==> src/hdl/cache_pkg.sv <==
package cache_pkg;

  // the CPU sees memory as one 32-bit word per address
  typedef logic [31:0] word_t;
  typedef logic [29:0] word_addr_t;

  // an all-zero mask marks a read
  typedef logic [3:0] byte_mask_t;

  typedef logic [1:0] word_sel_t;

  localparam int WORDS_PER_LINE = 4;

  typedef enum logic [2:0] {
    ST_IDLE,
    ST_LOOKUP,
    ST_WRITEBACK,
    ST_FETCH,
    ST_FILL
  } ctrl_state_t;

endpackage

==> src/hdl/cache_meta.sv <==
`timescale 1ns/10ps

module cache_meta #(
  parameter int LINES = 64,
  localparam int INDEX_W = $clog2(LINES),
  localparam int TAG_W = $bits(cache_pkg::word_addr_t) -
                         $clog2(cache_pkg::WORDS_PER_LINE) - INDEX_W
) (
  input  logic               clk,
  input  logic               reset,
  input  logic [INDEX_W-1:0] rd_index,
  input  logic               wr_en,
  input  logic [INDEX_W-1:0] wr_index,
  input  logic               wr_valid,
  input  logic               wr_dirty,
  input  logic [TAG_W-1:0]   wr_tag,
  output logic               rd_valid,
  output logic               rd_dirty,
  output logic [TAG_W-1:0]   rd_tag
);

  logic [LINES-1:0] valid_q;
  logic             dirty_q [LINES];
  logic [TAG_W-1:0] tag_q [LINES];

  always_ff @(posedge clk) begin
    if (reset) begin
      valid_q  <= '0;
      rd_valid <= 1'b0;
    end else begin
      if (wr_en) begin
        valid_q[wr_index] <= wr_valid;
      end
      rd_valid <= valid_q[rd_index];
    end
  end

  always_ff @(posedge clk) begin
    if (wr_en) begin
      dirty_q[wr_index] <= wr_dirty;
      tag_q[wr_index]   <= wr_tag;
    end
    rd_dirty <= dirty_q[rd_index];
    rd_tag   <= tag_q[rd_index];
  end

endmodule

==> config.mk <==
export PLATFORM = sky130hd
export DESIGN_NAME = cache_meta
export DESIGN_NICKNAME = d
export VERILOG_FILES = /design/src/hdl/cache_pkg.sv /design/src/hdl/cache_meta.sv
export SDC_FILE = /design/constraint.sdc
export NUM_CORES = 1
export LEC_CHECK = 0
export BUFFER_PORTS_ARGS = -buffer_cell sky130_fd_sc_hd__buf_4
export CAP_MARGIN = 30
export CORE_MARGIN = 5
export CORE_UTILIZATION = 50
export DETAILED_ROUTE_END_ITERATION = 16
export GPL_TIMING_DRIVEN = 0
export PLACE_DENSITY = 0.77
export SETUP_SLACK_MARGIN = 0.2
export SKIP_CTS_REPAIR_TIMING = 1
export SLEW_MARGIN = 0
export SYNTH_ARGS = -nofsm -noshare
export SYNTH_HDL_FRONTEND = slang
export SYNTH_SLANG_ARGS = --single-unit
==> constraint.sdc <==
create_clock -name clk -period 2.2 [get_ports clk]
set_input_delay 0.11 -clock clk [delete_from_list [all_inputs] [get_ports clk]]
set_output_delay 0.11 -clock clk [all_outputs]
set_load 0.02 [all_outputs]
==> results of run 1 <==
[placed cells by master, fill, tap and decap left out, types with 6 or more instances in the layout]
cell type / Yosys / routed
o21ai_0: 60 / 60
edfxtp_1: 1472 / 1472
o22ai_1: 168 / 144
mux4_1: 35 / 35
nor2_1: 75 / 11
mux2_2: 21 / 21
nand2_1: 74 / 73
buf_6: 28 / 28
a21oi_1: 62 / 62
nor4_1: 42 / 30
bufinv_16: 0 / 12
nor2_4: 0 / 67
o22ai_2: 0 / 24
nor4_2: 0 / 11
mux4_2: 349 / 349
nor2b_1: 11 / 11
a31oi_1: 6 / 6
buf_4: 16 / 76
diode_2: 0 / 10
mux2i_1: 18 / 18
dlygate4sd3_1: 0 / 21
clkinv_2: 0 / 21
nand3_1: 17 / 16
buf_2: 40 / 49
clkbuf_16: 0 / 155
clkbuf_1: 76 / 90
clkinv_1: 1 / 30
dfxtp_1: 88 / 88
clkbuf_8: 0 / 6
clkbuf_2: 0 / 16
[cell type report]
cell class | instances | share of cell area [%]
flip-flops and latches | 1560 | 68.31
multi-input cells | 969 | 19.07
clock buffers | 192 | 6.060
well taps | 1536 | 2.856
plain buffers | 164 | 1.478
repair buffers | 93 | 1.101
clock inverters | 77 | 1.082
diodes | 10 | 0.03719
inverters | 1 | 0.005579
[Yosys cell counts]
library cell and count:
nor2_1 75, nor2b_1 11, buf_8 1, or3b_2 3
nand3b_1 5, a22oi_1 5, nor4_1 42, or3_1 2
o21ai_1 2, o22ai_1 168, nand3_1 17, nand4_1 1
clkbuf_1 76, mux4_1 35, buf_12 1, a21oi_1 62
buf_4 16, a31oi_1 6, mux2i_1 18, buf_1 2
nand2_1 74, nand2b_1 2, clkinv_1 1, nor3_1 1
a2111oi_0 1, a211o_1 2, buf_2 40, edfxtp_1 1472
dfxtp_1 88, o32ai_1 1, o21ai_0 60, mux4_2 349
mux2_2 21, buf_6 28
[flip-flops by register name, summed over array words and instances, names as in the netlist]
name      count
tag_q      1408
rd_tag       22
rd_dirty      1
valid_q      64
dirty_q      64
rd_valid      1
[power breakdown]
group | switching (mW) | total, mW | internal [mW]
Clock | 10.9 | 25.4 | 14.5
Sequential | 0.0688 | 32.8 | 32.7
Combinational | 2.21 | 3.38 | 1.17
Total | 13.2 | 61.6 | 48.4
[logic make-up (layout without fill, tap and decap cells)]
logic type,Yosys count,count (layout)
AND/OR/NAND/NOR,233,239
AO/OA/AOI/OAI,307,307
other,0,10
flip-flops,1560,1560
multiplexers,423,423
buffers and inverters,165,527
[routing by layer]
metal,up-vias,routed length (um),track usage (%)
met2,2168,72830,37.80
met1,15879,55490,32.09
met5,-,27,0
met4,4,9312,12.33
met3,400,16430,5.764
li1,11958,-,-
[per-stage QoR]
stage	hold slack, ns	std cells	TNS (ns)	power, mW
4_1_cts	-0.2699	4563	-6.313	61.53
2_1_floorplan	0.2079	2688	-12.18	35.02
3_5_place_dp	0.4662	4294	-434.80	36.62
3_3_place_gp	0.4585	4281	-1456.91	36.47
5_1_grt	-0.01621	4593	0	63.14
6_report	-0.02628	4602	0	61.60
[path summary, 6_finish.rpt]
check | from | end
max reg2reg | tag_q[47][14]$_DFFE_PP_ | rd_tag[14]$_DFF_P_
min | wr_tag[9] | tag_q[12][9]$_DFFE_PP_
min reg2reg | valid_q[4]$_SDFFE_PP0P_ | valid_q[4]$_SDFFE_PP0P_
max | rd_index[2] | rd_tag[4]$_DFF_P_
==> flow_summary.toml, run 1 <==
[logic_synthesis]
syn-cell-area_mm2 = 0.05899
synthTopCellsByArea = "edfxtp_1 75%, mux4_2 13%, dfxtp_1 3.0%, o22ai_1 1.8%, mux4_1 1.6%"
synth_top_area_share_pct = 74.94
synth-compound-area-share_pct = 3.021
avgSynthCellArea_um2 = 21.94
synth_cell_types = 34
synthMuxAreaShare_pct = 15.59
yosysTopAreaCell = "edfxtp_1"
synth-seq-area-share_pct = 77.92
ys_ff_latch = 1560
synth_nets = 2727
synthCells = 2688
synthAdderAreaFrac_pct = 0
yosysWarnings = 0
synth-simple-area-share_pct = 1.824
synth_top_family_by_area = "multiplexers"
synth_xor_area_share_pct = 0

[critical_path]
crit_arrival_ns = 2.81
path_max_fanout = 10
cpPeakStageDelay_ns = 0.64
reg2reg_slack_ns = 0.05
cp_num_cells = 8
crit_type = "input port to flip-flop"
cp_num_buf_inv = 4
critical_path_required_ns = 2.82
cp-start-kind = "input port"
crit_slowest_cell = "o22ai_1"
critical-path-top-delay-family = "buffers and inverters"
end_kind = "flip-flop"
rr_worst_depth = 5
crit_chain = "buf_4, buf_2, clkbuf_4, nand3_1, clkbuf_2, o22ai_1, nor4_1, mux2_2"

[flow_run]
maxCapViolations = 0

[timing]
period_needed_ns = 2.195
max_freq_mhz = 455.6
period_share_pct = 99.78
holdWs_ns = -0.02628
maxSlewViolCount = 0
tightest_slew_ns = 1.279
rsz0062_at_grt = "yes"
slew_headroom_pct = 14.73
setup_viol = 0
setup_ws_ns = 0.004919
finClkSkew_ns = 0.02692
hold_viol_final = 13

[floorplan]
coreArea_mm2 = 0.1176
dieHeight_um = 353.5
rows = 126
initial_core_util_pct = 50.15
die_area_mm2 = 0.1249
ioPinCount = 63
fp.dieW_um = 353.5

[cts]
cts_tree = "done"
cts.sinks = 1560
clkTransAtPathRegs_ns = 0.06
clkLatencyLatePin_ns = 0.76
cts-root-buf = "clkbuf_16"
clk_path_buf_depth = 3
ctsHtreeMaxLevel = 4
cts_buffers = 151

[final_layout]
nets = 2979
drive_gt1_share_pct = 28.30
area_growth_syn_to_layout_pct = 14.07
fill_cells = 8217
final_area_mm2 = 0.06728
register_area_mm2 = 0.04596
postLayoutCoreUtil_pct = 57.21
multi_input_area_mm2 = 0.01283

[global_route]
grt_pass1_vias = 29726
antenna_found_initial = 11
grt.overflow.total = 0
grt_start_max_net_pins = 65
grt_pass1_wl_um = 216300
grtUsageTotal_pct = 24.14

[place]
port_buffers = 57
dp_hpwl_um = 91110
pre_cts_ws_ns = -1.228
dpl_cell_area_mm2 = 0.06191
place_congestion = 0.9600

[run_status]
status = "finished, violations left"
violations = "hold timing"

[routing]
drc_errors = 0
vias = 30409
first_iter_violations = 4910
viasPerCell = 6.608
wire_per_inst_um = 33.48
drt_first_pass_iters = 9
drtAntennaViolNets = 0
drt-total-wl_um = 154100

[pwr]
p_leak_nw = 20.72
ir_drop_v = 0.0006312
p_per_area_mw_per_mm2 = 915.5

[min_path]
hold-path-cell-count = 1
hp-class = "input port to flip-flop"
Power figures use the tool's default switching activity.
==> inputs of run 2 (changes only) <==
- RECOVER_POWER: unset -> 25
==> run 2 against run 1 <==
Against the previous run: the flow finishes with violations (capacitance limit, slew limit); cell count about the same; sequential cell count unchanged; non-clock buffer count unchanged; largest power group unchanged; sequential power about the same.
==> flow_summary.toml, run 2 (synthesis results as in run 1) <==
[routing]
drt-total-wl_um = 154100
drtAntennaViolNets = 0
drc_errors = 0
first_iter_violations = 4749
wire_per_inst_um = 33.46
viasPerCell = 6.615
drt_first_pass_iters = 7
vias = 30456

[floorplan]
dieHeight_um = 353.5
rows = 126
initial_core_util_pct = 50.15
coreArea_mm2 = 0.1176
fp.dieW_um = 353.5
ioPinCount = 63
die_area_mm2 = 0.1249

[critical_path]
reg2reg_slack_ns = 0.07
crit_end = "rd_tag[4]$_DFF_P_"
critPathLaunch = "rd_index[2]"
path_max_fanout = 10
crit_type = "input port to flip-flop"
worstReg2RegEnd = "rd_tag[14]$_DFF_P_"
critical_path_required_ns = 2.82
rr_worst_depth = 5
cp-start-kind = "input port"
crit_arrival_ns = 2.81
reg2reg_from = "tag_q[47][14]$_DFFE_PP_"
end_kind = "flip-flop"

[final_layout]
largest_reg_flops = 1408
nets = 2979
layout_common_cells = "1472 x edfxtp_1, 349 x mux4_2, 155 x clkbuf_16"
drive_gt1_share_pct = 28.30
final_common_cell = "edfxtp_1"
reg_top3 = "tag_q x1408, dirty_q x64, valid_q x64"
postLayoutCoreUtil_pct = 57.18
area_growth_syn_to_layout_pct = 14.01
regMostFlops = "tag_q"
fill_cells = 8222

[global_route]
grt_start_max_net_pins = 65
grtUsageTotal_pct = 24.14
grt_pass1_vias = 29726
antenna_found_initial = 11
grt.overflow.total = 0
grt_pass1_wl_um = 216300

[cts]
clkTransAtPathRegs_ns = 0.07
cts.sinks = 1560
cts_tree = "done"
cts_buffers = 151
clkLatencyLatePin_ns = 0.76
clk_path_buf_depth = 3
ctsHtreeMaxLevel = 4
cts-root-buf = "clkbuf_16"

[place]
place_congestion = 0.9600
dp_hpwl_um = 91110
port_buffers = 57

[timing]
setup_total_negative_slack_ns = 0
maxSlewViolCount = 455
max_freq_mhz = 457.5
tightest_slew_ns = 1.759
setup_viol = 0
rsz0062_at_grt = "yes"
slew_headroom_pct = -17.30
period_share_pct = 99.34
hold_viol_final = 0
finClkSkew_ns = 0.02673
period_needed_ns = 2.186

[run_status]
status = "finished, violations left"
violations = "capacitance limit, slew limit"

[pwr]
ir_drop_v = 0.0006333
p_leak_nw = 20.71
p_per_area_mw_per_mm2 = 916.0

[min_path]
hp-class = "input port to flip-flop"
hold_start = "wr_index[3]"

[flow_run]
maxCapViolations = 7
-- run 2: how the worst min path moves through the flow --
stage | slack (ns) | endpoint | cells after the start
after floorplan | 0.21 | rd_tag[19]$_DFF_P_ | 1
after global placement | 0.46 | valid_q[10]$_SDFFE_PP0P_ | 2
after detailed placement | 0.47 | valid_q[34]$_SDFFE_PP0P_ | 2
after CTS | -0.27 | valid_q[40]$_SDFFE_PP0P_ | 2
after global routing | 0.10 | tag_q[44][3]$_DFFE_PP_ | 3
final | 0.06 | tag_q[44][3]$_DFFE_PP_ | 3
-- run 2: report_power, final --
group          switching (mW)  internal, mW  leakage [nW]  total, mW
Sequential             0.0691          32.7          14.0       32.8
Combinational            2.22          1.16          4.41       3.38
Clock                    10.9          14.5          2.35       25.4
-- run 2: metal layers --
metal  share of wire [%]  track usage, %  up-vias
li1                    -               -    11955
met5              0.0084               0        -
met2                  47           37.80     2201
met1                  36           32.09    15894
met3                  11           5.764      404
met4                 6.2           12.33        2
-- run 2: final cells by class --
type | count | area, um2 | share of cell area, %
sequential | 1560 | 45960 | 68.35
multi-input combinational | 969 | 12830 | 19.08
clock buffer | 192 | 4078 | 6.063
tap | 1536 | 1922 | 2.858
buffer | 164 | 994.7 | 1.479
clock inverter | 77 | 728.2 | 1.083
timing repair buffer | 93 | 703.2 | 1.046
antenna | 12 | 30.03 | 0.04465
inverter | 1 | 3.754 | 0.005581
-- run 2: stage by stage --
step / power [mW] / instances / worst slack (ns) / instance area [um2] / hold WS [ns]
after global routing: 63.15 / 4593 / 0.04011 / 67220 / 0.1019
after CTS: 61.53 / 4563 / -0.4755 / 66720 / -0.2699
after detailed placement: 36.62 / 4294 / -1.228 / 61910 / 0.4662
after global placement: 36.47 / 4281 / -1.634 / 61380 / 0.4585
after floorplan: 35.02 / 2688 / -0.1294 / 59030 / 0.2079
final: 61.60 / 4604 / 0.01444 / 67250 / 0.06460
-- run 2: worst max-delay path: stages --
cell and delay [ns]:
buf_4 0.14, buf_2 0.38, clkbuf_4 0.39, nand3_1 0.30
clkbuf_2 0.36, o22ai_1 0.65, nor4_1 0.11, mux2_2 0.35
