===== src/hdl/mem_pkg.sv =====
package mem_pkg;

  // one address per 128-bit line
  typedef logic [27:0] line_addr_t;

  // word 0 sits in the low 32 bits
  typedef logic [127:0] line_t;

endpackage


===== src/hdl/mem_req_if.sv =====
`timescale 1ns/10ps

interface mem_req_if;
  import mem_pkg::*;

  logic       valid;
  logic       write;
  line_addr_t addr;
  line_t      data;
  // one pulse per entry that leaves the queue toward memory
  logic       credit;

  modport producer (
    output valid,
    output write,
    output addr,
    output data,
    input  credit
  );

  modport buffer (
    input  valid,
    input  write,
    input  addr,
    input  data,
    output credit
  );

endinterface


===== src/hdl/mem_req_queue.sv =====
`timescale 1ns/10ps

module mem_req_queue #(
  parameter int QUEUE_DEPTH = 4,
  parameter int MEM_CREDITS = 2
) (
  input  logic                clk,
  input  logic                reset,
  mem_req_if.buffer           req,
  output logic                mem_req_valid,
  output logic                mem_req_write,
  output mem_pkg::line_addr_t mem_req_addr,
  output mem_pkg::line_t      mem_req_data,
  input  logic                mem_credit
);
  import mem_pkg::*;

  localparam int PTR_W = (QUEUE_DEPTH > 1) ? $clog2(QUEUE_DEPTH) : 1;
  localparam int COUNT_W = $clog2(QUEUE_DEPTH + 1);
  localparam int MCRED_W = $clog2(MEM_CREDITS + 1);

  logic               write_q [QUEUE_DEPTH];
  line_addr_t         addr_q [QUEUE_DEPTH];
  line_t              data_q [QUEUE_DEPTH];
  logic [PTR_W-1:0]   wr_ptr_q;
  logic [PTR_W-1:0]   rd_ptr_q;
  logic [COUNT_W-1:0] count_q;
  logic [MCRED_W-1:0] mem_credits_q;
  logic               issue;

  function automatic logic [PTR_W-1:0] next_ptr(logic [PTR_W-1:0] ptr);
    return (ptr == PTR_W'(QUEUE_DEPTH - 1)) ? '0 : ptr + 1'b1;
  endfunction

  // the head leaves as soon as memory has room for it
  assign issue = (count_q != '0) && (mem_credits_q != '0);

  assign mem_req_valid = issue;
  assign mem_req_write = write_q[rd_ptr_q];
  assign mem_req_addr  = addr_q[rd_ptr_q];
  assign mem_req_data  = data_q[rd_ptr_q];
  assign req.credit    = issue;

  always_ff @(posedge clk) begin
    if (req.valid) begin
      write_q[wr_ptr_q] <= req.write;
      addr_q[wr_ptr_q]  <= req.addr;
      data_q[wr_ptr_q]  <= req.data;
    end
  end

  always_ff @(posedge clk) begin
    if (reset) begin
      wr_ptr_q      <= '0;
      rd_ptr_q      <= '0;
      count_q       <= '0;
      mem_credits_q <= MCRED_W'(MEM_CREDITS);
    end else begin
      if (req.valid) begin
        wr_ptr_q <= next_ptr(wr_ptr_q);
      end
      if (issue) begin
        rd_ptr_q <= next_ptr(rd_ptr_q);
      end
      case ({req.valid, issue})
        2'b10: count_q <= count_q + 1'b1;
        2'b01: count_q <= count_q - 1'b1;
        default: count_q <= count_q;
      endcase
      case ({mem_credit, issue})
        2'b10: mem_credits_q <= mem_credits_q + 1'b1;
        2'b01: mem_credits_q <= mem_credits_q - 1'b1;
        default: mem_credits_q <= mem_credits_q;
      endcase
    end
  end

endmodule


===== src/flat_wrapper.sv =====
// flat-port wrapper written by rule: the top's interface ports become plain ports
module mem_req_queue_flat import mem_pkg::*;
#(
  parameter int QUEUE_DEPTH = 4,
  parameter int MEM_CREDITS = 2
)
  (clk, reset, mem_req_valid, mem_req_write, mem_req_addr, mem_req_data, mem_credit, req_valid, req_write, req_addr, req_data, req_credit);
  mem_req_if req_i ();
  input  logic clk;
  input  logic reset;
  output logic mem_req_valid;
  output logic mem_req_write;
  output mem_pkg::line_addr_t mem_req_addr;
  output mem_pkg::line_t mem_req_data;
  input  logic mem_credit;
  input wire logic [$bits(req_i.valid)-1:0] req_valid;
  input wire logic [$bits(req_i.write)-1:0] req_write;
  input wire logic [$bits(req_i.addr)-1:0] req_addr;
  input wire logic [$bits(req_i.data)-1:0] req_data;
  output wire logic [$bits(req_i.credit)-1:0] req_credit;
  assign req_i.valid = req_valid;
  assign req_i.write = req_write;
  assign req_i.addr = req_addr;
  assign req_i.data = req_data;
  assign req_credit = req_i.credit;
  mem_req_queue #(.QUEUE_DEPTH(QUEUE_DEPTH), .MEM_CREDITS(MEM_CREDITS)) u_core (.clk(clk), .reset(reset), .req(req_i), .mem_req_valid(mem_req_valid), .mem_req_write(mem_req_write), .mem_req_addr(mem_req_addr), .mem_req_data(mem_req_data), .mem_credit(mem_credit));
endmodule

===== config.mk =====
export PLATFORM = sky130hd
export DESIGN_NAME = mem_req_queue_flat
export DESIGN_NICKNAME = d
export VERILOG_FILES = /design/src/hdl/mem_pkg.sv /design/src/hdl/mem_req_if.sv /design/src/hdl/mem_req_queue.sv /design/src/flat_wrapper.sv
export SDC_FILE = /design/constraint.sdc
export NUM_CORES = 1
export LEC_CHECK = 0
export BUFFER_PORTS_ARGS = -buffer_cell sky130_fd_sc_hd__buf_2
export CORE_MARGIN = 2
export CORE_UTILIZATION = 35
export CTS_CLUSTER_DIAMETER = 120
export DETAILED_ROUTE_END_ITERATION = 10
export MAX_ROUTING_LAYER = met4
export PLACE_DENSITY_LB_ADDON = 0.12
export SETUP_SLACK_MARGIN = 0.05
export SYNTH_ARGS = -nofsm -noshare
export SYNTH_HDL_FRONTEND = slang
export SYNTH_SLANG_ARGS = --single-unit

===== constraint.sdc =====
create_clock -name clk -period 6.2 [get_ports clk]
set_clock_uncertainty 0.05 [all_clocks]
set_input_delay 1.24 -clock clk [delete_from_list [all_inputs] [get_ports clk]]
set_output_delay 1.24 -clock clk [all_outputs]
set_load 0.01 [all_outputs]

==> results of run 1 <==
critical path, stage by stage, from the launching register on:
cell,delay (ps)
sky130_fd_sc_hd__dfxtp_4,940
sky130_fd_sc_hd__buf_12,410
sky130_fd_sc_hd__mux4_2,570
sky130_fd_sc_hd__buf_2,160
layout by cell type, fill, tap and decap left out, types with 7 or more instances in the layout:
master / count
sky130_fd_sc_hd__buf_12: 8
sky130_fd_sc_hd__buf_2: 319
sky130_fd_sc_hd__clkbuf_1: 23
sky130_fd_sc_hd__clkbuf_16: 72
sky130_fd_sc_hd__clkinv_1: 13
sky130_fd_sc_hd__dfxtp_1: 9
sky130_fd_sc_hd__diode_2: 14
sky130_fd_sc_hd__edfxtp_1: 628
sky130_fd_sc_hd__ha_1: 7
sky130_fd_sc_hd__inv_1: 8
sky130_fd_sc_hd__mux4_2: 157
sky130_fd_sc_hd__nor2_1: 7
metrics by stage:
step,worst slack (ps),util,area (µm²),hold WS [ps]
floorplan,796,-,23300,408
detailed placement,2620,0.392,25800,428
CTS,1950,0.425,28000,440
global route,1870,0.426,28100,493
global placement,2630,0.392,25800,421
finish,2130,0.426,28100,442
logic make-up (layout without fill, tap and decap cells):
logic type      Yosys count  in the layout
compound gates            7              7
xor+xnor                  4              4
fa+ha+maj                 8              8
buf+inv                  45            463
flops                   639            639
mux                     159            159
other cells               0             14
simple gates             17             17
synth_stat cells (all sizes together), types with 2 or more instances:
library cell  number  share of area
a21oi              4        0.00086
nor2               7         0.0011
dfxtp             11         0.0094
buf               35          0.016
xor2               3         0.0011
edfxtp           628           0.81
mux2i              2        0.00086
clkbuf             2        0.00032
and2               4         0.0011
or3                2        0.00054
inv                8         0.0013
mux4             157           0.15
o21ai              2        0.00043
ha                 7         0.0038
power by group:
| group | switching, W | internal (W) |
|---|---|---|
| Clock | 0.00164 | 0.00236 |
| Sequential | 0.000158 | 0.00495 |
| Combinational | 0.00107 | 0.00102 |
| Total | 0.00286 | 0.00832 |
sequential cells by signal, summed over array words and instances, names as in the netlist, named ones only:
register              count
u_core.count_q            3
u_core.mem_credits_q      2
u_core.addr_q           112
u_core.rd_ptr_q           2
u_core.write_q            4
u_core.wr_ptr_q           2
u_core.data_q           512
final cells by class:
cell class                      count  area, µm²  share of cell area
Antenna cell                       14       35.0             0.00125
Clock buffer                       95       1890              0.0673
Clock inverter                     28        305              0.0109
Inverter                            8       30.0             0.00107
Multi-Input combinational cell    195       3840               0.137
Sequential cell                   639      19100               0.680
Tap cell                          864       1080              0.0385
Timing Repair Buffer              332       1790              0.0640
worst max-delay path by stage:
stage | cells past startpoint | slack, ps | end
floorplan | 1 | 800 | u_core.addr_q[0][0]
global placement | 3 | 2630 | mem_req_addr[18]
detailed placement | 3 | 2620 | mem_req_addr[13]
CTS | 3 | 1950 | mem_req_addr[13]
global route | 3 | 1870 | mem_req_addr[13]
finish | 3 | 2130 | mem_req_addr[20]
layer usage:
layer | vias to the layer above | track usage | part of all wire
met5 | - | - | 0
met4 | 0 | 0.0389 | 0.016
met3 | 56 | 0.0550 | 0.076
met2 | 257 | 0.229 | 0.49
met1 | 5430 | 0.178 | 0.41
li1 | 4566 | - | -
==> impl_metrics.env, run 1 <==
export IMPL_outcome="finished, final reports clean"
export IMPL_synth_compound_gate_area_share=0.00166
export IMPL_grt_pass1_vias=11200
export IMPL_instances_no_fill=2175
export IMPL_pin_count=320
export IMPL_floorplan_core_area_um2=65900
export IMPL_p_leak_nw=9.27
export IMPL_wl_mm=48.7
export IMPL_buffers_inserted_by_post_cts_timing_repair=0
export IMPL_drtIter0Drc=678
export IMPL_unrepaired_setup_endpoints_after_global_routing="false"
export IMPL_globalRouteTotalUtil=0.146
export IMPL_ant_nets=0
export IMPL_synth_yosys_seq_area_share=0.818
export IMPL_reg2reg_depth=4
export IMPL_share_of_synthesized_cell_area_in_and_or_nand_and_nor_gates=0.00381
export IMPL_timing_setup_tns_ps=0
export IMPL_yosys_warnings=0
export IMPL_layout_filler_cells=5818
export IMPL_grt_ovfl_total=0
export IMPL_post_cts_hold_buffers=0
export IMPL_critical_path_class="reg2out"
export IMPL_critPathArrivalTime_ps=2780
export IMPL_critPathRequiredTime_ps=4910
export IMPL_drv_slew=0
export IMPL_globalplace_congestion=0.685
export IMPL_max_cap_viol_count=0
export IMPL_peak_supply_drop_mv=0.232
export IMPL_hpwl_mm=27.3
export IMPL_synth_async_reset_ratio=0
export IMPL_power_density_cell_area_nw_per_um2=399
export IMPL_worst_hold_path_num_cells=2
export IMPL_floorplan_die_area_um2=68700
export IMPL_start_kind="flop"
export IMPL_cts_reportedPaths_clkPinSlew_ps=50
export IMPL_htreeDepth=3
export IMPL_holdCritPathClass="reg2reg"
export IMPL_synth_fa_ha_area_frac=0.00461
export IMPL_vias_per_cell=4.74
export IMPL_syn_nets=1048
export IMPL_die_height_um=262
export IMPL_clockRootBuffer="sky130_fd_sc_hd__clkbuf_16"
export IMPL_synth_xor_area_share=0.00150
export IMPL_initial_core_util=0.354
export IMPL_synth_top_family_by_area="multiplexers"
export IMPL_cts_tree="built"
export IMPL_clkSinkCount=639
export IMPL_number_of_enable_type_register_cells_in_the_synthesized_netlist=628
export IMPL_timing_max_slew_rel_slack=0.362
export IMPL_route_vias_total=10300
export IMPL_endpoint_kind="output port"
export IMPL_antenna_found_initial=12
export IMPL_num_rows=94
export IMPL_placed_cells=2038
export IMPL_wire_per_inst_um=22.4
export IMPL_synth_top_flop_cell="sky130_fd_sc_hd__edfxtp_1"
export IMPL_design_power_total_w=0.0112
export IMPL_drive_above_1_share=0.449
export IMPL_syn2layout_area_growth_pct=20.3
export IMPL_worstMarginPinSlew_ps=957
export IMPL_avgSynthCellArea_um2=26.5
export IMPL_final_min_clock_period_ps=4070
export IMPL_drc=0
export IMPL_hold_path_startpoint="u_core.rd_ptr_q[0]"
export IMPL_drt_pre_antenna_iters=4
export IMPL_setup_reg_to_reg_worst_slack_ps=3800
export IMPL_clock_tree_buffer_depth=3
export IMPL_mappedNetlistArea_um2=23300
export IMPL_timing_hold_violations_final=0
export IMPL_fmax_ghz=0.246
export IMPL_grt_start_max_net_pins=91
export IMPL_timing_rr_end="u_core.data_q[0][75]"
export IMPL_port_buffer_count=319
export IMPL_min_period_over_period=0.656
export IMPL_nets=1416
export IMPL_cts_inserted_buffers=71
export IMPL_max_fanout_on_critical_path=46
export IMPL_synth_mux_area_fraction=0.152
export IMPL_grt_first_pass_wirelength_mm=71.6
export IMPL_r2r_start="u_core.wr_ptr_q[0]"
export IMPL_postSynthCellCount=879
export IMPL_resize_count_post_cts=0
export IMPL_yosys_register_bits=639
export IMPL_clock_latency_ps=590
export IMPL_setup_viol=0
export IMPL_synth_lib_cells_used_distinct=25
export IMPL_die_w_um=262
Note: power is estimated with default switching activity, not from simulation.
==> run 2: changes to the inputs <==
Clock period 6.2 ns to 4.1 ns, I/O delays scaled along.
==> impl_metrics.env, run 2 (same netlist as run 1, synthesis figures left out) <==
export IMPL_floorplan_die_area_um2=68700
export IMPL_start_kind="flop"
export IMPL_globalRouteTotalUtil=0.145
export IMPL_drv_slew=0
export IMPL_post_cts_hold_buffers=0
export IMPL_initial_core_util=0.354
export IMPL_max_cap_viol_count=0
export IMPL_top_register="u_core.data_q"
export IMPL_grt_ovfl_total=0
export IMPL_antenna_found_initial=8
export IMPL_endpoint_kind="output port"
export IMPL_buffers_inserted_by_post_cts_timing_repair=0
export IMPL_design_power_total_w=0.0167
export IMPL_nets=1424
export IMPL_floorplan_core_area_um2=65900
export IMPL_critPathRequiredTime_ps=3230
export IMPL_wl_mm=48.5
export IMPL_syn2layout_area_growth_pct=20.4
export IMPL_peak_supply_drop_mv=0.360
export IMPL_clock_latency_ps=580
export IMPL_htreeDepth=3
export IMPL_post_route_util=0.426
export IMPL_hpwl_mm=27.9
export IMPL_resize_count_post_cts=0
export IMPL_drc=0
export IMPL_timing_hold_violations_final=0
export IMPL_num_rows=94
export IMPL_flip_flop_count_of_the_largest_register_all_copies_and_words_added=512
export IMPL_max_fanout_on_critical_path=44
export IMPL_outcome="finished, final reports clean"
export IMPL_drive_above_1_share=0.452
export IMPL_reg_largest_list="u_core.data_q x512, u_core.addr_q x112, u_core.write_q x4"
export IMPL_cts_inserted_buffers=71
export IMPL_unrepaired_setup_endpoints_after_global_routing="false"
export IMPL_vias_per_cell=4.77
export IMPL_die_height_um=262
export IMPL_mostFrequentLayoutCells="sky130_fd_sc_hd__edfxtp_1 (628), sky130_fd_sc_hd__buf_2 (319), sky130_fd_sc_hd__mux4_2 (157)"
export IMPL_holdCritPathClass="in2reg"
export IMPL_clockRootBuffer="sky130_fd_sc_hd__clkbuf_16"
export IMPL_setup_viol=0
export IMPL_timing_max_slew_rel_slack=0.559
export IMPL_port_buffer_count=319
export IMPL_power_density_cell_area_nw_per_um2=593
export IMPL_critPathArrivalTime_ps=2480
export IMPL_pin_count=320
export IMPL_ant_nets=0
export IMPL_commonest_non_fill_non_tap_cell_in_the_layout="sky130_fd_sc_hd__edfxtp_1"
export IMPL_clock_tree_buffer_depth=3
export IMPL_drtIter0Drc=720
export IMPL_final_min_clock_period_ps=3350
export IMPL_grt_start_max_net_pins=94
export IMPL_timing_setup_tns_ps=0
export IMPL_fmax_ghz=0.298
export IMPL_drt_pre_antenna_iters=4
export IMPL_cts_tree="built"
export IMPL_grt_first_pass_wirelength_mm=71.2
export IMPL_critical_path_class="reg2out"
export IMPL_min_period_over_period=0.818
export IMPL_cts_reportedPaths_clkPinSlew_ps=60
export IMPL_clkSinkCount=639
export IMPL_p_leak_nw=9.30
export IMPL_worst_hold_path_num_cells=1
export IMPL_route_vias_total=10400
export IMPL_die_w_um=262
export IMPL_globalplace_congestion=0.713
export IMPL_reg2reg_depth=6
export IMPL_wire_per_inst_um=22.2
export IMPL_grt_pass1_vias=11300
export IMPL_worstMarginPinSlew_ps=662
==> run 2: metrics by stage <==
step,std cells,setup slack [ps],area (µm²),hold WS [ps]
detailed placement,2046,1290,25900,432
finish,2183,745,28100,384
global route,2183,523,28100,338
CTS,2175,615,28100,326
floorplan,879,861,23300,408
global placement,2046,1270,25900,427
==> run 2: final cells by class <==
class                      instances  area [µm²]
sequential                       639       19100
clock inverter                    33         224
fill                            5769       37800
tap                              864        1080
inverter                           8        30.0
antenna                            8        20.0
clock buffer                      96        1900
multi-input combinational        195        3840
timing repair buffer             340        1900
==> run 2: critical path, stage by stage, from the launching register on <==
cell and delay [ps]:
sky130_fd_sc_hd__dfxtp_4 670, sky130_fd_sc_hd__buf_12 400, sky130_fd_sc_hd__mux4_2 590, sky130_fd_sc_hd__buf_2 160
==> run 2: routing by layer <==
metal	GRT usage	up-vias	part of all wire
li1	-	4580	-
met1	0.177	5491	0.41
met2	0.232	259	0.50
met3	0.0451	89	0.066
met4	0.0454	0	0.024
met5	-	-	0
==> run 2: path summary, 6_finish.rpt <==
check,slack [ps],to,startpoint
setup reg to reg,1850,u_core.mem_credits_q[1],u_core.count_q[0]
hold reg to reg,450,flop,u_core.rd_ptr_q[0]
setup / recovery,750,mem_req_data[73],flop
hold / removal,380,u_core.data_q[1][114],req_data[114]
==> run 2: report_power, final <==
| group | internal, W | leakage (nW) | total [W] | switching [W] |
|---|---|---|---|---|
| combinational | 0.00156 | 2.41 | 0.00324 | 0.00168 |
| sequential | 0.00748 | 5.86 | 0.00765 | 0.000165 |
| clock | 0.00329 | 1.03 | 0.00577 | 0.00249 |
==> run 3: changes to the inputs <==
Clock period 4.1 ns to 3.1 ns, I/O delays scaled along.
==> impl_metrics.env, run 3 (same netlist as run 1, synthesis figures left out) <==
export IMPL_finalInstanceArea_um2=28500
export IMPL_placed_cells=2065
export IMPL_critical_path_class="reg2out"
export IMPL_drtIter0Drc=578
export IMPL_cts_reportedPaths_clkPinSlew_ps=50
export IMPL_antenna_found_initial=8
export IMPL_pin_count=320
export IMPL_resize_count_post_cts=0
export IMPL_buffers_inserted_by_post_cts_timing_repair=5
export IMPL_die_height_um=262
export IMPL_timing_hold_violations_final=0
export IMPL_grt_start_max_net_pins=59
export IMPL_route_vias_total=10500
export IMPL_setup_reg_to_reg_worst_slack_ps=840
export IMPL_syn2layout_area_growth_pct=22.1
export IMPL_min_period_over_period=0.898
export IMPL_final_min_clock_period_ps=2780
export IMPL_wire_per_inst_um=22.4
export IMPL_hold_path_startpoint="req_data[79]"
export IMPL_clock_latency_ps=590
export IMPL_ant_nets=0
export IMPL_top_register="u_core.data_q"
export IMPL_grt_pass1_vias=11200
export IMPL_cts_inserted_buffers=70
export IMPL_clockRootBuffer="sky130_fd_sc_hd__clkbuf_16"
export IMPL_mostFrequentLayoutCells="sky130_fd_sc_hd__edfxtp_1 (628), sky130_fd_sc_hd__buf_2 (319), sky130_fd_sc_hd__mux4_2 (157)"
export IMPL_globalplace_congestion=0.725
export IMPL_vias_per_cell=4.75
export IMPL_clock_tree_buffer_depth=3
export IMPL_setup_viol=0
export IMPL_drive_above_1_share=0.468
export IMPL_holdCritPathClass="in2reg"
export IMPL_p_leak_nw=9.51
export IMPL_worst_hold_path_num_cells=1
export IMPL_max_fanout_on_critical_path=30
export IMPL_worstMarginPinSlew_ps=617
export IMPL_floorplan_die_area_um2=68700
export IMPL_commonest_non_fill_non_tap_cell_in_the_layout="sky130_fd_sc_hd__edfxtp_1"
export IMPL_design_power_total_w=0.0225
export IMPL_instances_no_fill=2199
export IMPL_floorplan_core_area_um2=65900
export IMPL_reg_largest_list="u_core.data_q x512, u_core.addr_q x112, u_core.write_q x4"
export IMPL_r2r_start="u_core.count_q[0]"
export IMPL_drv_slew=0
export IMPL_unrepaired_setup_endpoints_after_global_routing="false"
export IMPL_htreeDepth=3
export IMPL_globalRouteTotalUtil=0.148
export IMPL_timing_setup_tns_ps=0
export IMPL_drt_pre_antenna_iters=4
export IMPL_wl_mm=49.2
export IMPL_nets=1447
export IMPL_num_rows=94
export IMPL_grt_ovfl_total=0
export IMPL_max_cap_viol_count=0
export IMPL_endpoint_kind="output port"
export IMPL_initial_core_util=0.354
export IMPL_timing_max_slew_rel_slack=0.588
export IMPL_grt_first_pass_wirelength_mm=72.6
export IMPL_post_cts_hold_buffers=0
export IMPL_layout_filler_cells=5699
export IMPL_place_worst_setup_slack_ps=652
export IMPL_power_density_cell_area_nw_per_um2=792
export IMPL_timing_rr_end="u_core.count_q[2]"
export IMPL_outcome="finished, final reports clean"
export IMPL_hpwl_mm=30.4
export IMPL_timing_final_ws_setup_ps=317
export IMPL_clkSinkCount=639
export IMPL_fmax_ghz=0.359
export IMPL_flip_flop_count_of_the_largest_register_all_copies_and_words_added=512
export IMPL_placed_cell_area_um2=26200
export IMPL_start_kind="flop"
export IMPL_port_buffer_count=319
export IMPL_die_w_um=262
export IMPL_critPathRequiredTime_ps=2430
export IMPL_critPathArrivalTime_ps=2110
export IMPL_peak_supply_drop_mv=0.459
export IMPL_reg2reg_depth=8
export IMPL_min_to="u_core.data_q[1][79]"
export IMPL_drc=0
export IMPL_cts_tree="built"
## run 3: where the power goes
group / switching (W) / leakage [nW] / internal (W)
combinational: 0.00235 / 2.56 / 0.00215
sequential: 0.000120 / 5.86 / 0.00990
clock: 0.00321 / 1.09 / 0.00481
## run 3: per-layer routing
metal,track usage,wire (µm),vias up
li1,-,-,4616
met1,0.179,20200,5495
met2,0.236,24500,265
met3,0.0494,3320,78
met4,0.0441,1190,0
met5,-,0,-
## run 3: worst max path at each step
stage / endpoint / slack [ps] / cells past startpoint
detailed placement: mem_req_addr[27] / 650 / 3
CTS: mem_req_data[104] / 230 / 4
floorplan: u_core.addr_q[3][0] / 60 / 1
global placement: mem_req_addr[27] / 650 / 3
global route: mem_req_data[101] / 180 / 4
finish: mem_req_data[35] / 320 / 4
## run 3: metrics by stage
stage	hold slack [ps]	util
2_1_floorplan	408	-
3_3_place_gp	425	0.397
3_5_place_dp	441	0.397
4_1_cts	134	0.432
5_1_grt	152	0.432
6_report	190	0.432
## run 3: critical path, stage by stage, from the launching register on
cell and delay, ps:
sky130_fd_sc_hd__dfxtp_4 370, sky130_fd_sc_hd__buf_12 140, sky130_fd_sc_hd__buf_12 260, sky130_fd_sc_hd__mux4_2 550
sky130_fd_sc_hd__buf_2 170
## run 3: area by class of cell
type,instances,area (µm²),area share
diodes,7,17.5,0.000615
multi-input cells,195,3840,0.135
clock inverters,41,382,0.0134
inverters,8,30.0,0.00105
flip-flops and latches,639,19100,0.671
clock buffers,81,1840,0.0645
repair buffers,364,2200,0.0772
well taps,864,1080,0.0380
