**src/hdl/cache_pkg.sv**
```systemverilog
package cache_pkg;

  // the CPU sees memory as one 32-bit word per address
  typedef logic [31:0] word_t;
  typedef logic [29:0] word_addr_t;

  // an all-zero mask marks a read
  typedef logic [3:0] byte_mask_t;

  typedef logic [1:0] word_sel_t;

  localparam int WORDS_PER_LINE = 4;

  typedef enum logic [2:0] {
    ST_IDLE,
    ST_LOOKUP,
    ST_WRITEBACK,
    ST_FETCH,
    ST_FILL
  } ctrl_state_t;

endpackage

```
**src/hdl/mem_pkg.sv**
```systemverilog
package mem_pkg;

  // one address per 128-bit line
  typedef logic [27:0] line_addr_t;

  // word 0 sits in the low 32 bits
  typedef logic [127:0] line_t;

endpackage

```
**src/hdl/mem_req_if.sv**
```systemverilog
`timescale 1ns/10ps

interface mem_req_if;
  import mem_pkg::*;

  logic       valid;
  logic       write;
  line_addr_t addr;
  line_t      data;
  // one pulse per entry that leaves the queue toward memory
  logic       credit;

  modport producer (
    output valid,
    output write,
    output addr,
    output data,
    input  credit
  );

  modport buffer (
    input  valid,
    input  write,
    input  addr,
    input  data,
    output credit
  );

endinterface

```
**src/hdl/cache_ctrl.sv**
```systemverilog
`timescale 1ns/10ps

module cache_ctrl #(
  parameter int LINES = 64,
  parameter int QUEUE_DEPTH = 4,
  localparam int INDEX_W = $clog2(LINES),
  localparam int TAG_W = $bits(cache_pkg::word_addr_t) -
                         $clog2(cache_pkg::WORDS_PER_LINE) - INDEX_W
) (
  input  logic                  clk,
  input  logic                  reset,
  input  logic                  cpu_req_valid,
  output logic                  cpu_req_ready,
  input  cache_pkg::word_addr_t cpu_req_addr,
  input  cache_pkg::word_t      cpu_req_data,
  input  cache_pkg::byte_mask_t cpu_req_mask,
  output logic                  cpu_resp_valid,
  output cache_pkg::word_t      cpu_resp_data,
  input  logic                  mem_resp_valid,
  input  mem_pkg::line_t        mem_resp_data,
  output logic [INDEX_W-1:0]    meta_rd_index,
  output logic                  meta_wr_en,
  output logic [INDEX_W-1:0]    meta_wr_index,
  output logic                  meta_wr_valid,
  output logic                  meta_wr_dirty,
  output logic [TAG_W-1:0]      meta_wr_tag,
  input  logic                  meta_rd_valid,
  input  logic                  meta_rd_dirty,
  input  logic [TAG_W-1:0]      meta_rd_tag,
  output logic [INDEX_W-1:0]    data_rd_index,
  input  mem_pkg::line_t        data_rd_line,
  output logic [INDEX_W-1:0]    data_wr_index,
  output logic                  data_fill_en,
  output mem_pkg::line_t        data_fill_line,
  output logic                  data_word_en,
  output cache_pkg::word_sel_t  data_word_sel,
  output cache_pkg::word_t      data_word_data,
  output cache_pkg::byte_mask_t data_word_mask,
  mem_req_if.producer           req
);
  import cache_pkg::*;
  import mem_pkg::*;

  localparam int WORD_W = $bits(word_t);
  localparam int CREDIT_W = $clog2(QUEUE_DEPTH + 1);

  ctrl_state_t         state_q;
  ctrl_state_t         state_d;
  word_addr_t          req_addr_q;
  word_t               req_data_q;
  byte_mask_t          req_mask_q;
  logic                lookup_armed_q;
  logic [CREDIT_W-1:0] credits_q;

  logic [TAG_W-1:0]    req_tag;
  logic [INDEX_W-1:0]  req_index;
  word_sel_t           req_word;
  logic                req_is_write;
  logic                lookup_done;
  logic                hit;
  line_t               merged_line;
  line_t               resp_line;

  function automatic word_t merge_word(word_t old_word, word_t new_word, byte_mask_t mask);
    word_t result;
    result = old_word;
    for (int b = 0; b < $bits(byte_mask_t); b++) begin
      if (mask[b]) begin
        result[b * 8 +: 8] = new_word[b * 8 +: 8];
      end
    end
    return result;
  endfunction

  assign {req_tag, req_index, req_word} = req_addr_q;
  assign req_is_write = |req_mask_q;

  // the arrays need one cycle after the request is latched before the tag is usable
  assign lookup_done = (state_q == ST_LOOKUP) && lookup_armed_q;
  assign hit = meta_rd_valid && (meta_rd_tag == req_tag);

  assign cpu_req_ready = (state_q == ST_IDLE);

  assign meta_rd_index = req_index;
  assign meta_wr_index = req_index;
  assign data_rd_index = req_index;
  assign data_wr_index = req_index;

  assign data_word_en   = lookup_done && hit && req_is_write;
  assign data_word_sel  = req_word;
  assign data_word_data = req_data_q;
  assign data_word_mask = req_mask_q;

  // a pending write is folded into the fetched line so the fill lands in one cycle
  always_comb begin
    merged_line = mem_resp_data;
    merged_line[int'(req_word) * WORD_W +: WORD_W] =
      merge_word(mem_resp_data[int'(req_word) * WORD_W +: WORD_W], req_data_q, req_mask_q);
  end

  assign data_fill_en   = (state_q == ST_FILL) && mem_resp_valid;
  assign data_fill_line = merged_line;

  assign meta_wr_en    = data_word_en || data_fill_en;
  assign meta_wr_valid = 1'b1;
  assign meta_wr_dirty = req_is_write;
  assign meta_wr_tag   = req_tag;

  // the victim tag and line stay on the array outputs until the fill
  assign req.valid = (credits_q != '0) &&
                     ((state_q == ST_WRITEBACK) || (state_q == ST_FETCH));
  assign req.write = (state_q == ST_WRITEBACK);
  assign req.addr  = (state_q == ST_WRITEBACK) ? {meta_rd_tag, req_index} :
                                                 {req_tag, req_index};
  assign req.data  = data_rd_line;

  assign resp_line = (state_q == ST_FILL) ? mem_resp_data : data_rd_line;

  always_comb begin
    state_d = state_q;
    case (state_q)
      ST_IDLE: begin
        if (cpu_req_valid) begin
          state_d = ST_LOOKUP;
        end
      end
      ST_LOOKUP: begin
        if (lookup_done) begin
          if (hit) begin
            state_d = ST_IDLE;
          end else if (meta_rd_valid && meta_rd_dirty) begin
            state_d = ST_WRITEBACK;
          end else begin
            state_d = ST_FETCH;
          end
        end
      end
      ST_WRITEBACK: begin
        if (req.valid) begin
          state_d = ST_FETCH;
        end
      end
      ST_FETCH: begin
        if (req.valid) begin
          state_d = ST_FILL;
        end
      end
      ST_FILL: begin
        if (mem_resp_valid) begin
          state_d = ST_IDLE;
        end
      end
      default: state_d = ST_IDLE;
    endcase
  end

  always_ff @(posedge clk) begin
    if (reset) begin
      state_q        <= ST_IDLE;
      lookup_armed_q <= 1'b0;
      credits_q      <= CREDIT_W'(QUEUE_DEPTH);
      cpu_resp_valid <= 1'b0;
    end else begin
      state_q        <= state_d;
      lookup_armed_q <= (state_q == ST_LOOKUP);
      cpu_resp_valid <= !req_is_write &&
                        ((lookup_done && hit) || data_fill_en);
      case ({req.credit, req.valid})
        2'b10: credits_q <= credits_q + 1'b1;
        2'b01: credits_q <= credits_q - 1'b1;
        default: credits_q <= credits_q;
      endcase
    end
  end

  always_ff @(posedge clk) begin
    if (cpu_req_valid && cpu_req_ready) begin
      req_addr_q <= cpu_req_addr;
      req_data_q <= cpu_req_data;
      req_mask_q <= cpu_req_mask;
    end
    cpu_resp_data <= resp_line[int'(req_word) * WORD_W +: WORD_W];
  end

endmodule

```
**src/flat_wrapper.sv**
```systemverilog
// flat-port wrapper written by rule: the top's interface ports become plain ports
module cache_ctrl_flat import cache_pkg::*; import mem_pkg::*;
#(
  parameter int LINES = 64,
  parameter int QUEUE_DEPTH = 4,
  localparam int INDEX_W = $clog2(LINES),
  localparam int TAG_W = $bits(cache_pkg::word_addr_t) -
                         $clog2(cache_pkg::WORDS_PER_LINE) - INDEX_W
)
  (clk, reset, cpu_req_valid, cpu_req_ready, cpu_req_addr, cpu_req_data, cpu_req_mask, cpu_resp_valid, cpu_resp_data, mem_resp_valid, mem_resp_data, meta_rd_index, meta_wr_en, meta_wr_index, meta_wr_valid, meta_wr_dirty, meta_wr_tag, meta_rd_valid, meta_rd_dirty, meta_rd_tag, data_rd_index, data_rd_line, data_wr_index, data_fill_en, data_fill_line, data_word_en, data_word_sel, data_word_data, data_word_mask, req_valid, req_write, req_addr, req_data, req_credit);
  mem_req_if req_i ();
  input  logic clk;
  input  logic reset;
  input  logic cpu_req_valid;
  output logic cpu_req_ready;
  input  cache_pkg::word_addr_t cpu_req_addr;
  input  cache_pkg::word_t cpu_req_data;
  input  cache_pkg::byte_mask_t cpu_req_mask;
  output logic cpu_resp_valid;
  output cache_pkg::word_t cpu_resp_data;
  input  logic mem_resp_valid;
  input  mem_pkg::line_t mem_resp_data;
  output logic [INDEX_W-1:0] meta_rd_index;
  output logic meta_wr_en;
  output logic [INDEX_W-1:0] meta_wr_index;
  output logic meta_wr_valid;
  output logic meta_wr_dirty;
  output logic [TAG_W-1:0] meta_wr_tag;
  input  logic meta_rd_valid;
  input  logic meta_rd_dirty;
  input  logic [TAG_W-1:0] meta_rd_tag;
  output logic [INDEX_W-1:0] data_rd_index;
  input  mem_pkg::line_t data_rd_line;
  output logic [INDEX_W-1:0] data_wr_index;
  output logic data_fill_en;
  output mem_pkg::line_t data_fill_line;
  output logic data_word_en;
  output cache_pkg::word_sel_t data_word_sel;
  output cache_pkg::word_t data_word_data;
  output cache_pkg::byte_mask_t data_word_mask;
  output wire logic [$bits(req_i.valid)-1:0] req_valid;
  output wire logic [$bits(req_i.write)-1:0] req_write;
  output wire logic [$bits(req_i.addr)-1:0] req_addr;
  output wire logic [$bits(req_i.data)-1:0] req_data;
  input wire logic [$bits(req_i.credit)-1:0] req_credit;
  assign req_valid = req_i.valid;
  assign req_write = req_i.write;
  assign req_addr = req_i.addr;
  assign req_data = req_i.data;
  assign req_i.credit = req_credit;
  cache_ctrl #(.LINES(LINES), .QUEUE_DEPTH(QUEUE_DEPTH)) u_core (.clk(clk), .reset(reset), .cpu_req_valid(cpu_req_valid), .cpu_req_ready(cpu_req_ready), .cpu_req_addr(cpu_req_addr), .cpu_req_data(cpu_req_data), .cpu_req_mask(cpu_req_mask), .cpu_resp_valid(cpu_resp_valid), .cpu_resp_data(cpu_resp_data), .mem_resp_valid(mem_resp_valid), .mem_resp_data(mem_resp_data), .meta_rd_index(meta_rd_index), .meta_wr_en(meta_wr_en), .meta_wr_index(meta_wr_index), .meta_wr_valid(meta_wr_valid), .meta_wr_dirty(meta_wr_dirty), .meta_wr_tag(meta_wr_tag), .meta_rd_valid(meta_rd_valid), .meta_rd_dirty(meta_rd_dirty), .meta_rd_tag(meta_rd_tag), .data_rd_index(data_rd_index), .data_rd_line(data_rd_line), .data_wr_index(data_wr_index), .data_fill_en(data_fill_en), .data_fill_line(data_fill_line), .data_word_en(data_word_en), .data_word_sel(data_word_sel), .data_word_data(data_word_data), .data_word_mask(data_word_mask), .req(req_i));
endmodule
```
**config.mk**
```make
export PLATFORM = sky130hd
export DESIGN_NAME = cache_ctrl_flat
export DESIGN_NICKNAME = d
export VERILOG_FILES = /design/src/hdl/cache_pkg.sv /design/src/hdl/mem_pkg.sv /design/src/hdl/mem_req_if.sv /design/src/hdl/cache_ctrl.sv /design/src/flat_wrapper.sv
export SDC_FILE = /design/constraint.sdc
export NUM_CORES = 1
export LEC_CHECK = 0
export BUFFER_PORTS_ARGS = -buffer_cell sky130_fd_sc_hd__buf_4
export CAP_MARGIN = 20
export CORE_AREA = 2 2 293 295
export DETAILED_ROUTE_END_ITERATION = 10
export DIE_AREA = 0 0 295 297
export PLACE_DENSITY_LB_ADDON = 0.15
export SYNTH_ARGS = -nofsm -noshare
export SYNTH_HDL_FRONTEND = slang
export SYNTH_SLANG_ARGS = --single-unit
```
**constraint.sdc**
```tcl
create_clock -name clk -period 7.4 [get_ports clk]
set_input_delay 0.37 -clock clk [delete_from_list [all_inputs] [get_ports clk]]
set_output_delay 0.37 -clock clk [all_outputs]
set_load 0.05 [all_outputs]
```
==> run_results.csv, run 1 <==
group,metric,value,unit
power_and_ir_drop,pwr-share-seq,0.271,
synthesis,ys_ff_latch,106,
clock_network,clk_pin_slew,0.10,ns
sta,maxSlewHeadroom,0.256,
worst_hold_path,min_path_cells,1,
routing,wl,54600,µm
global_routing,grt_max_degree,47,
clock_network,cts_tree,"done",
global_routing,first_global_vias,9202,
power_and_ir_drop,p_leak,6.72,nW
worst_setup_path,cp.required,7.03,ns
clock_network,root_buffer,"clkbuf_16",
global_routing,gr-total-overflow,0,
worst_hold_path,hold_class,"in2reg",
synthesis,synth-seq-area-share,0.327,
worst_setup_path,max_stage_delay,0.92,ns
sta,hold_violations,0,
synthesis,syn_avg_cell_area,10.4,µm²
synthesis,synth_nets,1173,
routing,vias,8710,
run,cap_viol_max_count,0,
power_and_ir_drop,p_per_area,185,nW/µm²
routing,routed_via_density,3.43,
clock_network,clkSinkCount,106,
outcome,status,"completed",
die,start_util,0.101,
die,core-area,84500,µm²
worst_setup_path,worst-setup-path-type,"reg2out",
final_layout,drive_gt1_frac,0.657,
power_and_ir_drop,p_comb_frac,0.524,
routing,first_pass_iters,4,
clock_network,clockBufferDepth,2,
power_and_ir_drop,internal_power,1.41,mW
global_routing,grt_usage,0.118,
sta,fin_crit_sh,0.574,
clock_network,numCtsBuffers,9,
worst_setup_path,rr_worst_depth,4,
die,die_area,87600,µm²
final_layout,num-nets-final,1750,
worst_hold_path,hold_start,"cpu_req_addr[6]",
sta,slew_violations,0,
routing,drt_iter0_drc,403,
routing,ant_nets,0,
final_layout,antennaDiodeCount,0,
routing,wl_per_cell,21.5,µm
global_routing,antenna_found_initial,2,
worst_hold_path,min_to,"u_core.req_addr_q[6]$_DFFE_PP_",
global_routing,grt_first_pass_wirelength,72600,µm
die,rows,107,
worst_setup_path,worstSetupStartpointType,"register",
worst_setup_path,crit_top_cell,"buf_4",
placement,dpl.hpwl,44500,µm
sta,worst_clock_skew,0.0107,ns
power_and_ir_drop,switchingPower,1.30,mW
routing,drc,0,
worst_setup_path,cp_slowest_cell,"ha_2",
power_and_ir_drop,p_sw_frac,0.479,
synthesis,syn_area,8510,µm²
placement,gp_congestion,0.809,
sta,grt_setup_unrepaired,"no",
die,dieWidth,295,µm
die,ioPinCount,760,
clock_network,post_cts_buffers,0,
synthesis,yosys.cell_types.count,34,
power_and_ir_drop,pwr-share-clk,0.205,
worst_setup_path,cp_max_fo,33,
worst_setup_path,arrival,3.88,ns
clock_network,ctsHoldBuffers,0,
placement,io_buffers,758,
sta,timing.fmax,235,MHz
die,die_y,297,µm
final_layout,syn_to_final_growth,72.1,%
worst_setup_path,r2r_slack,4.90,ns
sta,worstMarginPinSlew,1.12,ns
worst_setup_path,reg2reg_from,"u_core.req_addr_q[0]$_DFFE_PP_",
worst_setup_path,r2r_end,"u_core.cpu_resp_data[30]$_DFF_P_",
synthesis,post_synth_inst_count,815,
sta,timing.final.crit_period,4.25,ns
power_and_ir_drop,peakVddDrop,0.000110,V
sta,setup_viol_count_final,0,
power_and_ir_drop,p_total,2.71,mW
synthesis,ys_warn_count,0,
final_layout,final_util,0.173,
clock_network,cts_resized,0,
sta,tns,0,ns
worst_setup_path,worstPathCellList,"buf_4 -> ha_2 -> nand4b_1 -> buf_4 -> o22ai_1 -> buf_4",
clock_network,cts-htree-levels,3,
clock_network,clkLatencyLatePin,0.40,ns
worst_setup_path,endpoint_kind,"output pin",
## critical path: cells and delay by family, from the launching register on
kind | cells | cell delay, ns
AOI/OAI and AO/OA | 1 | 0.25
adders and majority gates | 1 | 0.92
buffers and inverters | 3 | 1.15
DFF | 1 | 0.36
and+or+nand+nor | 1 | 0.75
## kinds of logic after synthesis
family                     synth area share
other                              0.000441
and+or+nand+nor                      0.0253
adders and majority gates            0.0112
buffers and inverters                 0.230
muxes                                 0.279
xor gates and xnor gates             0.0247
AOI/OAI and AO/OA                     0.103
DFF                                   0.327
## layout make-up
| cell class | instances | area [µm²] |
|---|---|---|
| clock buffer | 9 | 225 |
| clock inverter | 7 | 80.1 |
| fill | 9489 | 69800 |
| inverter | 138 | 518 |
| multi-input combinational | 363 | 3790 |
| sequential | 106 | 2780 |
| tap | 1144 | 1430 |
| timing repair buffer | 774 | 5810 |
## flip-flops by register name (all words and copies together) (netlist names)
register / count
u_core.cpu_resp_data: 32
u_core.data_word_data: 32
u_core.req_addr_q: 30
u_core.data_word_mask: 4
u_core.credits_q: 3
u_core.state_q: 3
u_core.cpu_resp_valid: 1
u_core.lookup_armed_q: 1
## worst max-delay path by stage
stage / from / to / slack [ns] / depth (start not counted)
after floorplan: u_core.state_q[0]$_SDFFE_PP0P_ / u_core.data_word_data[0]$_DFFE_PP_ / 3.65 / 3
after global placement: u_core.req_addr_q[0]$_DFFE_PP_ / data_fill_line[125] / 3.47 / 6
after detailed placement: u_core.req_addr_q[0]$_DFFE_PP_ / data_fill_line[125] / 3.46 / 6
after CTS: u_core.req_addr_q[0]$_DFFE_PP_ / data_fill_line[125] / 2.99 / 6
after global routing: u_core.req_addr_q[0]$_DFFE_PP_ / data_fill_line[125] / 2.81 / 6
final: u_core.req_addr_q[0]$_DFFE_PP_ / data_fill_line[125] / 3.15 / 6
## routing by layer
| layer | global-route usage | vias up | routed length, µm |
|---|---|---|---|
| met5 | 0 | - | 0 |
| met4 | 0.0296 | 0 | 946 |
| met3 | 0.0270 | 32 | 3570 |
| met2 | 0.221 | 442 | 28900 |
| met1 | 0.134 | 4311 | 21100 |
| li1 | - | 3925 | - |
## stage by stage
stage | hold WS, ns | std cells | setup WS (ns) | cell area, µm²
after detailed placement | 0.504 | 2525 | 3.46 | 14300
final | 0.138 | 2541 | 3.15 | 14600
after global placement | 0.499 | 2524 | 3.47 | 14300
after global routing | 0.0960 | 2541 | 2.81 | 14600
after floorplan | 0.469 | 815 | 3.65 | 8510
after CTS | 0.0955 | 2541 | 2.99 | 14600
## power groups by stage
stage	Combinational [mW]	Sequential (mW)	Clock [mW]
after floorplan	0.766	0.891	0
after global placement	1.44	0.748	0
after detailed placement	1.43	0.749	0
after CTS	1.44	0.735	0.608
after global routing	1.48	0.740	0.614
final	1.42	0.732	0.556
## placed cells by master, fill, tap and decap left out, types with 3 or more instances in the layout
| master | count |
|---|---|
| a21oi_1 | 6 |
| buf_4 | 773 |
| clkbuf_16 | 9 |
| dfxtp_1 | 40 |
| edfxtp_1 | 66 |
| ha_2 | 4 |
| inv_1 | 138 |
| mux2_2 | 54 |
| mux2i_1 | 32 |
| mux4_2 | 64 |
| nand2_1 | 3 |
| nand2b_1 | 3 |
| nand4_1 | 6 |
| nor2_1 | 13 |
| nor3_1 | 4 |
| o21ai_0 | 4 |
| o22ai_1 | 128 |
| xnor2_1 | 22 |
## synth_stat cells (all sizes together)
master	n	share of area
a21o	1	0.00088
and2	1	0.00074
nand3	4	0.0024
dfxtp	40	0.094
nor2	14	0.0062
a221o	1	0.0012
mux2i	32	0.038
nand4	6	0.0044
xnor2	22	0.023
inv	138	0.061
nor3b	1	0.0022
nor3	4	0.0024
buf	177	0.16
mux4	64	0.17
xor2	2	0.0021
or3b	1	0.0010
a21oi	6	0.0035
nand2	3	0.0013
nand2b	3	0.0022
nor4	2	0.0015
conb	1	0.00044
a211oi	1	0.00088
fa	1	0.0024
mux2	54	0.071
clkbuf	31	0.014
nand4b	1	0.0010
ha	6	0.0088
o21ai	4	0.0024
o22ai	128	0.094
edfxtp	66	0.23
Note: power is estimated with default switching activity, not from simulation.
==> run 2, diff against run 1 <==
--- a/config.mk
+++ b/config.mk
@@ -7,9 +7,9 @@
 export LEC_CHECK = 0
 export BUFFER_PORTS_ARGS = -buffer_cell sky130_fd_sc_hd__buf_4
 export CAP_MARGIN = 20
-export CORE_AREA = 2 2 293 295
+export CORE_AREA = 2 2 295 297
 export DETAILED_ROUTE_END_ITERATION = 10
-export DIE_AREA = 0 0 295 297
+export DIE_AREA = 0 0 297 299
 export PLACE_DENSITY_LB_ADDON = 0.15
 export SYNTH_ARGS = -nofsm -noshare
 export SYNTH_HDL_FRONTEND = slang
==> constraint.sdc (replaced) <==
create_clock -name clk -period 4.3 [get_ports clk]
set_input_delay 0.215 -clock clk [delete_from_list [all_inputs] [get_ports clk]]
set_output_delay 0.215 -clock clk [all_outputs]
set_load 0.05 [all_outputs]
==> run 2 against run 1 <==
Sequential cell count unchanged. Clock skew grew 0.0084 ns. Global-route usage increased by 0.70 points. Sequential power increased by 71%. Critical path depth is 2 higher. Cell count rose by 3.2%. First-iteration DRC count is 18% higher. Die area rose by 1.4%. Design area increased by 5.1%. Largest power group unchanged. Highest routed layer is now met5.
==> run_results.csv, run 2 (synthesis results as in run 1) <==
group,metric,value,unit
outcome,status,"completed",
die,rows,108,
final_layout,drive_gt1_frac,0.628,
clock_network,clkSinkCount,106,
die,core-area,85900,µm²
routing,drt_iter0_drc,474,
placement,io_buffers,758,
sta,worstMarginPinSlew,0.930,ns
final_layout,antennaDiodeCount,0,
routing,first_pass_iters,4,
final_layout,syn_to_final_growth,80.9,%
sta,tns,0,ns
routing,wl,58300,µm
worst_setup_path,cp_slowest_cell,"buf_4",
power_and_ir_drop,p_total,4.70,mW
worst_setup_path,worst-path-buf-inv,4,
sta,maxSlewHeadroom,0.380,
die,die_area,88800,µm²
run,cap_viol_max_count,0,
routing,ant_nets,0,
sta,grt_setup_unrepaired,"no",
placement,pre_cts_ws,1.45,ns
sta,slew_violations,0,
global_routing,gr-total-overflow,0,
final_layout,num-nets-final,1821,
clock_network,numCtsBuffers,9,
die,start_util,0.0990,
final_layout,final_util,0.179,
sta,worst_clock_skew,0.0191,ns
worst_setup_path,worstSetupStartpointType,"register",
worst_setup_path,cp.required,4.09,ns
global_routing,antenna_found_initial,8,
worst_setup_path,r2r_slack,1.83,ns
clock_network,root_buffer,"clkbuf_16",
placement,gp_congestion,0.885,
worst_setup_path,max_stage_delay,0.46,ns
die,ioPinCount,760,
clock_network,clkLatencyLatePin,0.39,ns
power_and_ir_drop,peakVddDrop,0.000186,V
die,die_y,299,µm
routing,drc,0,
worst_hold_path,hold_class,"in2reg",
clock_network,clockBufferDepth,2,
worst_setup_path,arrival,3.02,ns
final_layout,n_fill_cell,9659,
final_layout,area.sequential,2780,µm²
global_routing,grt_max_degree,68,
sta,timing.fmax,309,MHz
worst_setup_path,critPathTopFamily,"buffers and inverters",
final_layout,fin_cells,2623,
power_and_ir_drop,p_per_area,305,nW/µm²
routing,routed_via_density,3.46,
routing,vias,9072,
worst_setup_path,endpoint_kind,"output pin",
placement,placed_area,14400,µm²
sta,worst_slack,1.06,ns
power_and_ir_drop,p_leak,7.03,nW
global_routing,grt_usage,0.125,
sta,hold_violations,0,
sta,setup_viol_count_final,0,
worst_setup_path,cp_max_fo,22,
global_routing,grt_first_pass_wirelength,77600,µm
worst_setup_path,worstPathCellList,"inv_1 -> ha_2 -> inv_1 -> nor2_1 -> nand3_2 -> buf_4 -> o22ai_1 -> buf_4",
worst_setup_path,worst-setup-path-type,"reg2out",
final_layout,finish.instance_area,15400,µm²
clock_network,cts-htree-levels,3,
routing,wl_per_cell,22.2,µm
final_layout,layout_common_cells,"buf_4 (776), inv_1 (138), o22ai_1 (128)",
global_routing,first_global_vias,9814,
sta,timing.final.crit_period,3.24,ns
clock_network,clk_pin_slew,0.08,ns
final_layout,multi_input_area,3790,µm²
final_layout,final_common_cell,"buf_4",
die,dieWidth,297,µm
placement,dp.cells,2540,
placement,dpl.hpwl,45500,µm
sta,fin_crit_sh,0.753,
sta,fin_hold_ws,0.0372,ns
clock_network,cts_tree,"done",
==> run 2: changes by cell type in the layout (fill, tap and decap cells not counted), sizes merged <==
cell         delta
dlygate4sd3    +65
inv             -1
clkinv          -1
buf             +6
clkbuf          +2
==> run 2: cell type report <==
type                            count  share of cell area
Clock inverter                      5             0.00293
Timing Repair Buffer              845               0.427
Multi-Input combinational cell    363               0.247
Sequential cell                   106               0.181
Inverter                          138              0.0337
Tap cell                         1155              0.0939
Clock buffer                       11              0.0151
==> run 2: path summary, 6_finish.rpt <==
check	from	to	cells past startpoint
max	u_core.req_addr_q[0]$_DFFE_PP_	data_fill_line[57]	8
min	cpu_req_addr[28]	u_core.req_addr_q[28]$_DFFE_PP_	1
max reg2reg	u_core.state_q[1]$_SDFFE_PP0P_	u_core.credits_q[2]$_SDFFE_PP1P_	8
min reg2reg	u_core.credits_q[1]$_SDFFE_PP0P_	u_core.credits_q[1]$_SDFFE_PP0P_	2
==> run 2: what timing repair did <==
action                                 CTS  global route
buffers inserted                         0             0
gates resized for setup                  0             0
endpoints found under the hold margin   65             0
hold buffers                            65             0
==> run 2: metal layers <==
layer,track usage,vias up,part of all wire
met5,0,-,0.00034
met4,0.0398,4,0.027
met3,0.0373,73,0.073
met2,0.226,512,0.51
met1,0.141,4408,0.39
li1,-,4075,-
==> run 2: worst reg2reg max path: cells and delay by family (launching register included) <==
| kind | cells | cell delay (ns) |
|---|---|---|
| flip-flops | 1 | 0.50 |
| AO/OA/AOI/OAI | 1 | 0.13 |
| adder cells (fa/ha/maj) | 2 | 0.61 |
| XOR/XNOR | 1 | 0.17 |
| AND/OR/NAND/NOR | 3 | 0.88 |
| buffers and inverters | 1 | 0.06 |
==> run 2: report_power, final <==
| group | leakage (nW) | internal (mW) | switching [mW] | total, mW |
|---|---|---|---|---|
| clock | 0.133 | 0.407 | 0.505 | 0.912 |
| sequential | 0.963 | 1.18 | 0.0687 | 1.25 |
| combinational | 5.93 | 0.878 | 1.66 | 2.54 |
| total | 7.03 | 2.47 | 2.24 | 4.70 |
